===== src/source/icache_pkg.sv =====
// Instruction cache geometry constants, vector types and controller state encoding
`default_nettype none

package icache_pkg;

  // ------------------------------------------------------------
  // Geometry
  // ------------------------------------------------------------
  localparam int unsigned PLEN       = 32;
  localparam int unsigned ILEN       = 32;
  localparam int unsigned LINE_WORDS = 4;
  localparam int unsigned NUM_SETS   = 16;
  localparam int unsigned MAX_WAYS   = 4;

  // Derived address field widths
  localparam int unsigned OFFSET_W = $clog2(LINE_WORDS * ILEN / 8);
  localparam int unsigned INDEX_W  = $clog2(NUM_SETS);
  localparam int unsigned TAG_W    = PLEN - INDEX_W - OFFSET_W;
  localparam int unsigned WAY_W    = $clog2(MAX_WAYS);
  localparam int unsigned SLOT_W   = $clog2(LINE_WORDS);

  // ------------------------------------------------------------
  // Vector types
  // ------------------------------------------------------------
  typedef logic [PLEN-1:0]            pc_t;
  typedef logic [ILEN-1:0]            instr_t;
  typedef logic [LINE_WORDS*ILEN-1:0] line_t;
  typedef logic [TAG_W-1:0]           tag_t;
  typedef logic [INDEX_W-1:0]         index_t;
  typedef logic [WAY_W-1:0]           way_t;
  typedef logic [SLOT_W-1:0]          slot_t;

  // Fetch controller states
  typedef enum logic [2:0] {
    IDLE,
    LOOKUP,
    MISS_REQ,
    MISS_WAIT_REFILL,
    RESPOND
  } ctrl_state_e;

endpackage

`default_nettype wire


===== src/source/icache_hit_select.sv =====
// Tag compare, hit way choice, fetch-group extraction and victim way choice
`timescale 1ns/1ps
`default_nettype none

module icache_hit_select #(
  parameter int unsigned NUM_WAYS  = 2,
  parameter int unsigned FETCH_NUM = 2
) (
  input  wire                                    clk_i,
  input  wire                                    rst_ni,
  input  icache_pkg::tag_t   [NUM_WAYS-1:0]      tags_i,
  input  wire                [NUM_WAYS-1:0]      valid_i,
  input  icache_pkg::line_t  [NUM_WAYS-1:0]      lines_i,
  input  icache_pkg::tag_t                       exp_tag_i,
  input  icache_pkg::slot_t                      slot_i,
  output logic                                   hit_o,
  output icache_pkg::instr_t [FETCH_NUM-1:0]     instrs_o,
  output icache_pkg::way_t                       victim_o
);
  import icache_pkg::*;

  logic [NUM_WAYS-1:0] match;
  way_t                hit_way;
  way_t                first_inv;
  line_t               sel_line;
  logic [3:0]          lfsr_q;

  // ------------------------------------------------------------
  // Hit detection, lowest matching way wins
  // ------------------------------------------------------------
  for (genvar w = 0; w < NUM_WAYS; w++) begin : gen_cmp
    assign match[w] = valid_i[w] && (tags_i[w] == exp_tag_i);
  end

  always_comb begin
    hit_way   = '0;
    first_inv = '0;
    // Walk downwards so the lowest index is the last one written
    for (int w = NUM_WAYS - 1; w >= 0; w--) begin
      if (match[w]) begin
        hit_way = way_t'(w);
      end
      if (!valid_i[w]) begin
        first_inv = way_t'(w);
      end
    end
  end

  assign hit_o    = |match;
  assign sel_line = lines_i[hit_way];

  // Group is aligned, so slot plus offset stays inside the line
  always_comb begin
    slot_t word_sel;
    for (int i = 0; i < FETCH_NUM; i++) begin
      word_sel    = slot_i + slot_t'(i);
      instrs_o[i] = sel_line[ILEN*word_sel +: ILEN];
    end
  end

  // ------------------------------------------------------------
  // Victim choice
  // ------------------------------------------------------------
  // Free-running x^4 + x^3 + 1 sequence, never all zero
  always_ff @(posedge clk_i or negedge rst_ni) begin
    if (!rst_ni) begin
      lfsr_q <= 4'b0001;
    end else begin
      lfsr_q <= {lfsr_q[2:0], lfsr_q[3] ^ lfsr_q[2]};
    end
  end

  // Empty way first, else a pseudo-random one folded onto the way count
  assign victim_o = (&valid_i) ? (lfsr_q[WAY_W-1:0] & way_t'(NUM_WAYS - 1)) : first_inv;

endmodule

`default_nettype wire


===== config.mk =====
export PLATFORM = sky130hd
export DESIGN_NAME = icache_hit_select
export DESIGN_NICKNAME = d
export VERILOG_FILES = /design/src/source/icache_pkg.sv /design/src/source/icache_hit_select.sv
export SDC_FILE = /design/constraint.sdc
export NUM_CORES = 1
export LEC_CHECK = 0
export ABC_AREA = 0
export BUFFER_PORTS_ARGS = -buffer_cell sky130_fd_sc_hd__buf_4
export CORE_AREA = 2 2 156 158
export CTS_CLUSTER_SIZE = 25
export DETAILED_ROUTE_END_ITERATION = 6
export DIE_AREA = 0 0 158 160
export GPL_TIMING_DRIVEN = 0
export PLACE_DENSITY_LB_ADDON = 0.2
export SYNTH_ARGS = -nofsm -noshare
export SYNTH_HDL_FRONTEND = slang
export SYNTH_SLANG_ARGS = --single-unit

===== constraint.sdc =====
create_clock -name clk_i -period 6.43 [get_ports clk_i]
set_clock_uncertainty 0.1 [all_clocks]
set_input_delay 1.6075 -clock clk_i [delete_from_list [all_inputs] [get_ports clk_i]]
set_output_delay 1.6075 -clock clk_i [all_outputs]
set_load 0.05 [all_outputs]

==> flow_summary.ini <==
[cts]
htreeDepth = 1
cts.sinks = 4
cts_setup_buffers = 0
cts-resized-gates = 0
clock_latency_ns = 0.22
path_clk_slew_ns = 0.03
ctsHoldBuffers = 0
cts_tree = yes
numCtsBuffers = 3
clockBufferDepth = 2
cts_root_buffer = clkbuf_16

[power]
total_power_mw = 0.734
max-vdd-ir-drop_v = 0.0000769
leakage_nw = 3.18
power_density_nw_per_um2 = 102

[route]
dr.first_iter.drc_count = 202
drt.antenna.violating_nets = 0
wl_met1_um = 7210
wl_per_cell_um = 21.4
wl_met3_um = 1800
vias = 4434
drt-pass1-iter-count = 4
highest_layer = met5
routed_wl_um = 21200
via_per_inst = 4.47
drc_errors = 0
met2_wirelength_um = 11800

[final_layout]
fin_util_pct = 30.3
fin_nets = 1002
fin_area_um2 = 7220
syn_to_final_growth_pct = 92.3
n_antenna_cell = 0
largestRegisters = lfsr_q: 4 flops
drive_gt1_share_pct = 86.2
fin_cells = 991
largest_reg_flops = 4
top_register = lfsr_q

[global_route]
antenna_found_initial = 1
grt_pass1_vias = 5128
grt_max_degree = 11
gr-total-overflow = 0
grtUsageTotal_pct = 15.8
grt_pass1_wl_um = 30200

[synthesis]
synthFlopType = dfrtp_1
yosys-top-cells-count = mux4_2 (96), mux2_2 (64), xnor2_1 (37)
synth_seq_cells = 4
synth_edf_count = 0
synthesis.area_um2 = 3750
yosysWarningCount = 0
synth_most_common_cell = mux4_2
synth.top_cell.area_share_pct = 57.6
synth_area_leaders = mux4_2 (58%), mux2_2 (19%), xnor2_1 (8.6%)
synthesis.nets = 600
synth_cell_types = 23
syn_area_per_cell_um2 = 14.1
async_reset_ff_share_pct = 100
syn_inst = 266
ys_seq_area_share_pct = 2.70
synth_top_cell_by_area = mux4_2

[setup_path]
cp-end-kind = output port
crit_type = input pin to output port
critical_path.max_fanout = 10
worst_ep_arrival_time_ns = 4.51
cp.required_ns = 4.72
startpoint_type = input pin

[hold_path]
hold_class = flop to flop

[floorplan]
ios = 401
dieArea_um2 = 25300
start_util_pct = 15.8
core_area_um2 = 23800
fp.dieW_um = 158
die_h_um = 160
num_rows = 57

[place]
place_congestion = 0.872
dp_slack_ns = 0.0921
io_buffers = 397
dp_hpwl_um = 18600
place_inst = 987
placedInstanceArea_um2 = 7140

[timing]
min_period_ns = 6.21
report.final.slew_viol_count = 0
fin_ws_ns = 0.217
fmax_mhz = 161
finalSetupTns_ns = 0
setup_viol = 0
tightestPinTransition_ns = 1.11
relSlewSlack_pct = 25.9
final_hold_viol_count = 0
grt_setup_unrepaired = false
fin_crit_sh_pct = 96.6
hold_ws_ns = 0.242

[flow_run]
cap_violations = 0

[run_status]
outcome = completed
-- report_power, final --
part           switching [mW]  internal, mW
logic                   0.300         0.307
registers                   0        0.0254
clock network          0.0194        0.0821
total                   0.320         0.415
-- cell families (layout without fill, tap and decap cells) --
group | after synthesis | after routing | share of synthesized area [%]
xor+xnor | 49 | 49 | 11.4
other cells | 1 | 1 | 0.0999
compound gates | 3 | 3 | 0.900
buf+inv | 30 | 431 | 4.70
simple gates | 19 | 19 | 3.37
mux | 160 | 160 | 76.8
flops | 4 | 4 | 2.70
-- final timing paths --
path	startpoint	end	slack (ns)	cells after the start
min in group asynchronous	rst_ni	lfsr_q[1]	1.07	1
worst max-delay path	exp_tag_i[6]	instrs_o[63]	0.22	11
max in group asynchronous	rst_ni	lfsr_q[0]	4.97	1
worst min-delay path	lfsr_q[1]	lfsr_q[2]	0.24	0
worst max register to register	lfsr_q[2]	lfsr_q[0]	5.70	1
worst min register to register	lfsr_q[1]	lfsr_q[2]	0.24	0
-- metal layers --
layer  up-vias  global-route usage [%]
met5         -                       0
met1      2185                    16.6
met4         2                    3.32
met3        28                    3.39
li1       1956                       -
met2       263                    31.5
-- critical path: stages --
cell      delay [ns]
buf_4           0.12
xnor2_1         0.31
nand4_1         0.13
or4_4           0.56
o211ai_4        0.31
buf_6           0.25
buf_8           0.19
buf_6           0.19
mux4_2          0.30
mux2_2          0.30
buf_4           0.20
-- cell usage in the layout, fill, tap and decap left out, drive strengths merged, types with 2 or more instances in the layout --
cell    count
mux2       64
xor2       12
nor4        3
nor3        2
mux4       96
clkbuf     21
xnor2      37
buf       409
nand2       3
nand4       8
nand3       2
dfrtp       3
-- cell type report --
cell class                 count  area [um^2]
clock buffer                   4         78.8
sequential                     4          101
multi-input combinational    232         3480
inverter                       1         3.75
tap                          324          405
timing repair buffer         397         2980
buffer                        29          173
fill                        2506        16600
No activity file was read; power rests on OpenSTA's default activity.
