$ cat src/source/icache_pkg.sv
// Instruction cache geometry constants, vector types and controller state encoding
`default_nettype none

package icache_pkg;

  // ------------------------------------------------------------
  // Geometry
  // ------------------------------------------------------------
  localparam int unsigned PLEN       = 32;
  localparam int unsigned ILEN       = 32;
  localparam int unsigned LINE_WORDS = 4;
  localparam int unsigned NUM_SETS   = 16;
  localparam int unsigned MAX_WAYS   = 4;

  // Derived address field widths
  localparam int unsigned OFFSET_W = $clog2(LINE_WORDS * ILEN / 8);
  localparam int unsigned INDEX_W  = $clog2(NUM_SETS);
  localparam int unsigned TAG_W    = PLEN - INDEX_W - OFFSET_W;
  localparam int unsigned WAY_W    = $clog2(MAX_WAYS);
  localparam int unsigned SLOT_W   = $clog2(LINE_WORDS);

  // ------------------------------------------------------------
  // Vector types
  // ------------------------------------------------------------
  typedef logic [PLEN-1:0]            pc_t;
  typedef logic [ILEN-1:0]            instr_t;
  typedef logic [LINE_WORDS*ILEN-1:0] line_t;
  typedef logic [TAG_W-1:0]           tag_t;
  typedef logic [INDEX_W-1:0]         index_t;
  typedef logic [WAY_W-1:0]           way_t;
  typedef logic [SLOT_W-1:0]          slot_t;

  // Fetch controller states
  typedef enum logic [2:0] {
    IDLE,
    LOOKUP,
    MISS_REQ,
    MISS_WAIT_REFILL,
    RESPOND
  } ctrl_state_e;

endpackage

`default_nettype wire

$ cat src/source/icache_array_if.sv
// Array access bundle: lookup read index plus refill write port, with modports
`timescale 1ns/1ps
`default_nettype none

interface icache_array_if;
  import icache_pkg::*;

  // Read side, index of the set to look up next cycle
  index_t rd_index;

  // Refill write side
  logic   wr_en;
  way_t   wr_way;
  index_t wr_index;
  tag_t   wr_tag;
  line_t  wr_line;

  // Controller owns every signal
  modport ctrl (output rd_index, wr_en, wr_way, wr_index, wr_tag, wr_line);

  // Storage side only listens
  modport array (input rd_index, wr_en, wr_way, wr_index, wr_tag, wr_line);

endinterface

`default_nettype wire

$ cat src/source/icache_fetch_ctrl.sv
// Fetch FSM with request and miss context, response register and channel handshakes
`timescale 1ns/1ps
`default_nettype none

module icache_fetch_ctrl #(
  parameter int unsigned FETCH_NUM = 2
) (
  input  wire                                 clk_i,
  input  wire                                 rst_ni,
  input  wire                                 flush_i,
  // Request channel
  input  wire                                 req_valid_i,
  output logic                                req_ready_o,
  input  icache_pkg::pc_t                     req_pc_i,
  // Response channel
  output logic                                rsp_valid_o,
  input  wire                                 rsp_ready_i,
  output icache_pkg::instr_t [FETCH_NUM-1:0]  rsp_instrs_o,
  // Miss request channel
  output logic                                miss_valid_o,
  input  wire                                 miss_ready_i,
  output icache_pkg::pc_t                     miss_paddr_o,
  output icache_pkg::way_t                    miss_way_o,
  // Refill channel
  input  wire                                 refill_valid_i,
  output logic                                refill_ready_o,
  input  icache_pkg::pc_t                     refill_paddr_i,
  input  icache_pkg::way_t                    refill_way_i,
  input  icache_pkg::line_t                   refill_line_i,
  // Array and hit logic
  icache_array_if.ctrl                        arr,
  input  wire                                 hit_i,
  input  icache_pkg::instr_t [FETCH_NUM-1:0]  instrs_i,
  input  icache_pkg::way_t                    victim_i,
  output icache_pkg::tag_t                    exp_tag_o,
  output icache_pkg::slot_t                   slot_o
);
  import icache_pkg::*;

  ctrl_state_e state_q, state_d;
  logic        drop_q;
  logic        rsp_valid_q;
  logic        req_fire;
  logic        refill_fire;

  // Request and miss context, payload only
  tag_t   tag_q;
  index_t index_q;
  slot_t  slot_q;
  pc_t    miss_paddr_q;
  way_t   miss_way_q;
  instr_t [FETCH_NUM-1:0] rsp_instrs_q;

  // ------------------------------------------------------------
  // Handshakes
  // ------------------------------------------------------------
  // No accept while a flush is asserted
  assign req_ready_o    = (state_q == IDLE) && !flush_i;
  assign miss_valid_o   = (state_q == MISS_REQ);
  assign refill_ready_o = (state_q == MISS_WAIT_REFILL);
  assign rsp_valid_o    = rsp_valid_q;
  assign req_fire       = req_valid_i && req_ready_o;
  assign refill_fire    = refill_valid_i && refill_ready_o;

  // Index goes to the array in the accept cycle, so data is there in LOOKUP
  assign arr.rd_index = req_fire ? req_pc_i[OFFSET_W +: INDEX_W] : index_q;

  // Refill write, set and tag both come from the refill address
  assign arr.wr_en    = refill_fire;
  assign arr.wr_way   = refill_way_i;
  assign arr.wr_index = refill_paddr_i[OFFSET_W +: INDEX_W];
  assign arr.wr_tag   = refill_paddr_i[PLEN-1 -: TAG_W];
  assign arr.wr_line  = refill_line_i;

  assign exp_tag_o    = tag_q;
  assign slot_o       = slot_q;
  assign miss_paddr_o = miss_paddr_q;
  assign miss_way_o   = miss_way_q;
  assign rsp_instrs_o = rsp_instrs_q;

  // ------------------------------------------------------------
  // Next state
  // ------------------------------------------------------------
  always_comb begin
    state_d = state_q;
    unique case (state_q)
      IDLE:             if (req_fire) state_d = LOOKUP;
      LOOKUP:           state_d = hit_i ? RESPOND : MISS_REQ;
      MISS_REQ:         if (miss_ready_i) state_d = MISS_WAIT_REFILL;
      // A flushed miss still takes its refill, then ends silently
      MISS_WAIT_REFILL: if (refill_fire) state_d = (drop_q || flush_i) ? IDLE : LOOKUP;
      RESPOND:          if (rsp_ready_i) state_d = IDLE;
      default:          state_d = IDLE;
    endcase
    // Flush wins, except once the miss has gone out to memory
    if (flush_i && (state_q != MISS_WAIT_REFILL) &&
        !(state_q == MISS_REQ && miss_ready_i)) begin
      state_d = IDLE;
    end
  end

  always_ff @(posedge clk_i or negedge rst_ni) begin
    if (!rst_ni) begin
      state_q     <= IDLE;
      drop_q      <= 1'b0;
      rsp_valid_q <= 1'b0;
    end else begin
      state_q     <= state_d;
      rsp_valid_q <= (state_d == RESPOND);
      // Remember a flush that hit an outstanding miss
      if (refill_fire) begin
        drop_q <= 1'b0;
      end else if (flush_i && (state_d == MISS_WAIT_REFILL)) begin
        drop_q <= 1'b1;
      end
    end
  end

  // ------------------------------------------------------------
  // Context and response registers
  // ------------------------------------------------------------
  always_ff @(posedge clk_i) begin
    if (req_fire) begin
      tag_q   <= req_pc_i[PLEN-1 -: TAG_W];
      index_q <= req_pc_i[OFFSET_W +: INDEX_W];
      slot_q  <= req_pc_i[OFFSET_W-1 -: SLOT_W];
    end
    if (state_q == LOOKUP && hit_i) begin
      rsp_instrs_q <= instrs_i;
    end
    // Line-aligned miss address plus the way chosen at lookup
    if (state_q == LOOKUP && !hit_i) begin
      miss_paddr_q <= {tag_q, index_q, {OFFSET_W{1'b0}}};
      miss_way_q   <= victim_i;
    end
  end

endmodule

`default_nettype wire

$ cat src/flat_wrapper.sv
// flat-port wrapper written by rule: the top's interface ports become plain ports
module icache_fetch_ctrl_flat import icache_pkg::*;
#(
  parameter int unsigned FETCH_NUM = 2
)
  (clk_i, rst_ni, flush_i, req_valid_i, req_ready_o, req_pc_i, rsp_valid_o, rsp_ready_i, rsp_instrs_o, miss_valid_o, miss_ready_i, miss_paddr_o, miss_way_o, refill_valid_i, refill_ready_o, refill_paddr_i, refill_way_i, refill_line_i, hit_i, instrs_i, victim_i, exp_tag_o, slot_o, arr_rd_index, arr_wr_en, arr_wr_way, arr_wr_index, arr_wr_tag, arr_wr_line);
  icache_array_if arr_i ();
  input  wire clk_i;
  input  wire rst_ni;
  input  wire flush_i;
  input  wire req_valid_i;
  output logic req_ready_o;
  input  icache_pkg::pc_t req_pc_i;
  output logic rsp_valid_o;
  input  wire rsp_ready_i;
  output icache_pkg::instr_t [FETCH_NUM-1:0] rsp_instrs_o;
  output logic miss_valid_o;
  input  wire miss_ready_i;
  output icache_pkg::pc_t miss_paddr_o;
  output icache_pkg::way_t miss_way_o;
  input  wire refill_valid_i;
  output logic refill_ready_o;
  input  icache_pkg::pc_t refill_paddr_i;
  input  icache_pkg::way_t refill_way_i;
  input  icache_pkg::line_t refill_line_i;
  input  wire hit_i;
  input  icache_pkg::instr_t [FETCH_NUM-1:0] instrs_i;
  input  icache_pkg::way_t victim_i;
  output icache_pkg::tag_t exp_tag_o;
  output icache_pkg::slot_t slot_o;
  output wire logic [$bits(arr_i.rd_index)-1:0] arr_rd_index;
  output wire logic [$bits(arr_i.wr_en)-1:0] arr_wr_en;
  output wire logic [$bits(arr_i.wr_way)-1:0] arr_wr_way;
  output wire logic [$bits(arr_i.wr_index)-1:0] arr_wr_index;
  output wire logic [$bits(arr_i.wr_tag)-1:0] arr_wr_tag;
  output wire logic [$bits(arr_i.wr_line)-1:0] arr_wr_line;
  assign arr_rd_index = arr_i.rd_index;
  assign arr_wr_en = arr_i.wr_en;
  assign arr_wr_way = arr_i.wr_way;
  assign arr_wr_index = arr_i.wr_index;
  assign arr_wr_tag = arr_i.wr_tag;
  assign arr_wr_line = arr_i.wr_line;
  icache_fetch_ctrl #(.FETCH_NUM(FETCH_NUM)) u_core (.clk_i(clk_i), .rst_ni(rst_ni), .flush_i(flush_i), .req_valid_i(req_valid_i), .req_ready_o(req_ready_o), .req_pc_i(req_pc_i), .rsp_valid_o(rsp_valid_o), .rsp_ready_i(rsp_ready_i), .rsp_instrs_o(rsp_instrs_o), .miss_valid_o(miss_valid_o), .miss_ready_i(miss_ready_i), .miss_paddr_o(miss_paddr_o), .miss_way_o(miss_way_o), .refill_valid_i(refill_valid_i), .refill_ready_o(refill_ready_o), .refill_paddr_i(refill_paddr_i), .refill_way_i(refill_way_i), .refill_line_i(refill_line_i), .arr(arr_i), .hit_i(hit_i), .instrs_i(instrs_i), .victim_i(victim_i), .exp_tag_o(exp_tag_o), .slot_o(slot_o));
endmodule
$ cat config.mk
export PLATFORM = sky130hd
export DESIGN_NAME = icache_fetch_ctrl_flat
export DESIGN_NICKNAME = d
export VERILOG_FILES = /design/src/source/icache_pkg.sv /design/src/source/icache_array_if.sv /design/src/source/icache_fetch_ctrl.sv /design/src/flat_wrapper.sv
export SDC_FILE = /design/constraint.sdc
export NUM_CORES = 1
export LEC_CHECK = 0
export ABC_AREA = 1
export BUFFER_PORTS_ARGS = -buffer_cell sky130_fd_sc_hd__buf_2
export CORE_AREA = 2 2 218 220
export CTS_BUF_LIST = sky130_fd_sc_hd__clkbuf_4 sky130_fd_sc_hd__clkbuf_8 sky130_fd_sc_hd__clkbuf_16
export CTS_CLUSTER_SIZE = 40
export DETAILED_ROUTE_END_ITERATION = 7
export DIE_AREA = 0 0 220 222
export PLACE_DENSITY = 0.38
export SYNTH_ARGS = -nofsm -noshare
export SYNTH_HDL_FRONTEND = slang
export SYNTH_SLANG_ARGS = --single-unit
export TNS_END_PERCENT = 20
$ cat constraint.sdc
create_clock -name clk_i -period 2.85 [get_ports clk_i]
set_clock_uncertainty 0.2 [all_clocks]
set_input_delay 0.285 -clock clk_i [delete_from_list [all_inputs] [get_ports clk_i]]
set_output_delay 0.285 -clock clk_i [all_outputs]
set_load 0.01 [all_outputs]
==> Implementation_results.wiki <==
{| class="wikitable"
! Metric !! Value
|-
| Path type of the worst setup path || primary input to output pin
|-
| P&R area growth vs syn || 44.2%
|-
| Part of the Yosys area used for sequential elements || 72.4%
|-
| Post-layout total power || 4950 µW
|-
| Share of the synthesized area in the top cell type || 68.5%
|-
| Critical Path Sink Type || output pin
|-
| Worst-skew pair later-pin latency || 440 ps
|-
| Count of filler cells inserted in the layout || 5130
|-
| Layout cells sized above 1 || 50.0%
|-
| Number of setup violations in the final report || 0
|-
| Hold Buf Count CTS || 101
|-
| Final std cells w/o fill || 1157
|-
| Maximum VDD drop || 0.403 mV
|-
| Number of standard cells after synthesis || 341
|-
| Initial antenna violation count || 3
|-
| Cell Count Post-Placement || 1024
|-
| Gr ovfl total || 0
|-
| Ordered list of cells on the worst path || dlygate4sd3_1, buf_2, nor2_1, nand3_2, clkinv_1, nand2_1, nand2_1, buf_2
|-
| Core footprint || 46300 µm²
|-
| Switching power || 1240 µW
|-
| Routed wire length || 24600 µm
|-
| Mapped cell area || 5260 µm²
|-
| Placed cell areas || 6010 µm²
|-
| CTS Root Cell || clkbuf_16
|-
| Post-detailed-route via-to-cell ratio || 2.83
|-
| Number of cells upsized or downsized after cts || 0
|-
| Required time reported for the critical path endpoint || 2370 ps
|-
| Final HPWL from detailed placement || 20700 µm
|-
| Total clock buffers created by CTS || 17
|-
| Final worst path period need || 2510 ps
|-
| Commonest non-fill, non-tap cells in the layout || 232 x buf_2, 120 x edfxtp_1, 101 x dlygate4sd3_1
|-
| Path class of the lowest-slack min-delay path || primary input to flop
|-
| Share of power burned in the clock network || 41.9%
|-
| Slew headroom || 65.3%
|-
| Maximum number of pins on one net before global-route repair || 48
|-
| GR peak layer || met2
|-
| Net count of the finished layout || 805
|-
| Sw Share || 24.9%
|-
| Buffer count from post-CTS setup fixing || 0
|-
| Netlist cell types || 18
|-
| Slowest Stage Delay on Critical Path || 540 ps
|-
| Arrival time at the worst endpoint || 2030 ps
|-
| Number of cell rows || 79
|-
| Status || complete, no violations
|-
| Count of TritonRoute iterations in the first routing pass || 4
|-
| Sequential share of power || 46.8%
|-
| I/O pin total || 559
|-
| Met1 usage in global routing || 6.10%
|-
| Routed via count || 3277
|-
| Synth warnings || 0
|-
| Family with the most delay on the worst path || buffers and inverters
|-
| Count of buffers inserted at the top-level ports || 232
|-
| Total inserted antenna cells || 0
|-
| Met3 global-route usage || 8.70%
|-
| Critical path peak fanout || 11
|-
| Slew @ Worst Pin || 520 ps
|-
| Clock slew at the register clock pins of the worst setup and hold paths || 60 ps
|-
| Setup repair after global routing missed its margin || false
|-
| Clock tree from TritonCTS || yes
|-
| Synthesis-stage register bit count || 129
|-
| Internal Dissipation || 3720 µW
|-
| Initial core utilization || 11.4%
|-
| Deepest clock path buffer count || 2
|-
| Die Width || 220 µm
|-
| Post-Route Setup TNS || 0 ps
|-
| Final hold vios || 0
|-
| Final Cycle Share || 88.1%
|-
| Wire length of the first global-routing pass || 30300 µm
|-
| Maximum level of the CTS H-tree || 4
|-
| Hold Startpoint || req_valid_i
|-
| Critical-path top delay cell || dlygate4sd3_1
|-
| Startpoint types || primary input
|-
| DIE HEIGHT || 222 µm
|-
| Number of global-route vias before repair || 3372
|-
| Ranking of synthesized cells by area || edfxtp_1 69%, buf_4 23%, dfrtp_1 2.4%, dfxtp_1 1.5%, nand2_1 1.1%
|-
| Total global-route track usage || 9.74%
|-
| Synth area leader || edfxtp_1
|-
| Number of max-cap violations || 0
|-
| Syn avg cell area || 15.4 µm²
|-
| Clock sink total || 129
|-
| P_leak || 0.00301 µW
|-
| Die area || 48800 µm²
|-
| Launch point of the critical path || flush_i
|-
| Fin util || 16.4%
|-
| Power density of the placed cells || 653 nW/µm²
|-
| Final weighted congestion in routability-driven placement || 0.727
|-
| Wirelength per Cell || 21.2 µm
|-
| Number of pins exceeding their max-slew limit in the final report || 0
|-
| Logic gate share of total power || 11.3%
|-
| Fmax achieved || 398 MHz
|-
| Cell area after layout || 7580 µm²
|-
| Startpoint of the worst-slack reg-to-reg timing path || u_core.state_q[0]
|-
| Initial DRC Count || 131
|-
| Most common cell after layout, fill and taps aside || buf_2
|-
| DRC violations left || 0
|-
| Met2 routing resource usage after global routing || 17.9%
|-
| Post-DRT Antenna Nets || 0
|-
| Buffer and inverter count on the worst path || 4
|}
## path summary, 6_finish.rpt
check / endpoint / slack (ps) / cells after the start
min: u_core.index_q[2] / 100 / 4
max reg2reg: u_core.exp_tag_o[17] / 720 / 4
min reg2reg: u_core.miss_paddr_o[7] / 230 / 0
min in group asynchronous: u_core.state_q[1] / 610 / 3
max in group asynchronous: u_core.drop_q / 1620 / 3
max: arr_rd_index[1] / 340 / 8
## per-stage QoR
| step | worst slack (ps) | hold WS (ps) |
|---|---|---|
| after floorplan | 369 | -211 |
| after global placement | 703 | -90.4 |
| after detailed placement | 669 | -89.3 |
| after CTS | 296 | 75.1 |
| after global routing | 153 | 105 |
| final | 340 | 103 |
## routing by layer
layer / vias to the layer above / part of all wire [%]
met5: - / 0.35
met4: 2 / 3.7
met3: 74 / 21
met2: 376 / 52
met1: 1432 / 24
li1: 1393 / -
## state kept, by name, summed over array words and instances, names as in the netlist
| signal | flops |
|---|---|
| u_core.miss_paddr_o | 28 |
| u_core.slot_o | 2 |
| u_core.index_q | 4 |
| u_core.exp_tag_o | 24 |
| u_core.state_q | 3 |
| u_core.rsp_instrs_o | 64 |
| u_core.rsp_valid_o | 1 |
| u_core.drop_q | 1 |
| u_core.miss_way_o | 2 |
## power by group through the flow
stage	clock, µW	combinational (µW)	sequential [µW]
2_1_floorplan	0	351	2400
3_3_place_gp	0	459	2360
3_5_place_dp	0	457	2360
4_1_cts	2180	575	2320
5_1_grt	2250	617	2330
6_report	2080	560	2320
## final cells by class
type	count	area, µm²	area share [%]
multi-input cells	39	191	2.53
clock inverters	15	136	1.80
clock buffers	17	425	5.61
repair buffers	336	2210	29.1
inverters	14	52.6	0.693
well taps	607	759	10.0
flip-flops and latches	129	3810	50.2
## tightest hold or removal path, cell delays in order
cell     delay, ps
buf_2          120
nand3_2        160
nand2_1         70
nand2_1         70
## kinds of logic after synthesis
logic type      synth area share (%)
flops                           72.4
compound gates                 0.595
other cells                   0.0713
buf+inv                         24.1
simple gates                    2.76
## Yosys cell counts
cell	count
dfrtp_1	5
conb_1	1
buf_4	162
nand3_1	1
nor4_1	1
inv_1	12
edfxtp_1	120
or2_0	1
nand2_1	16
nand4_1	2
nor2_1	4
dfxtp_1	4
nand3_2	3
o211ai_1	1
a21oi_2	1
inv_2	2
nor3_1	2
o21ai_0	3
Power figures use the tool's default switching activity.
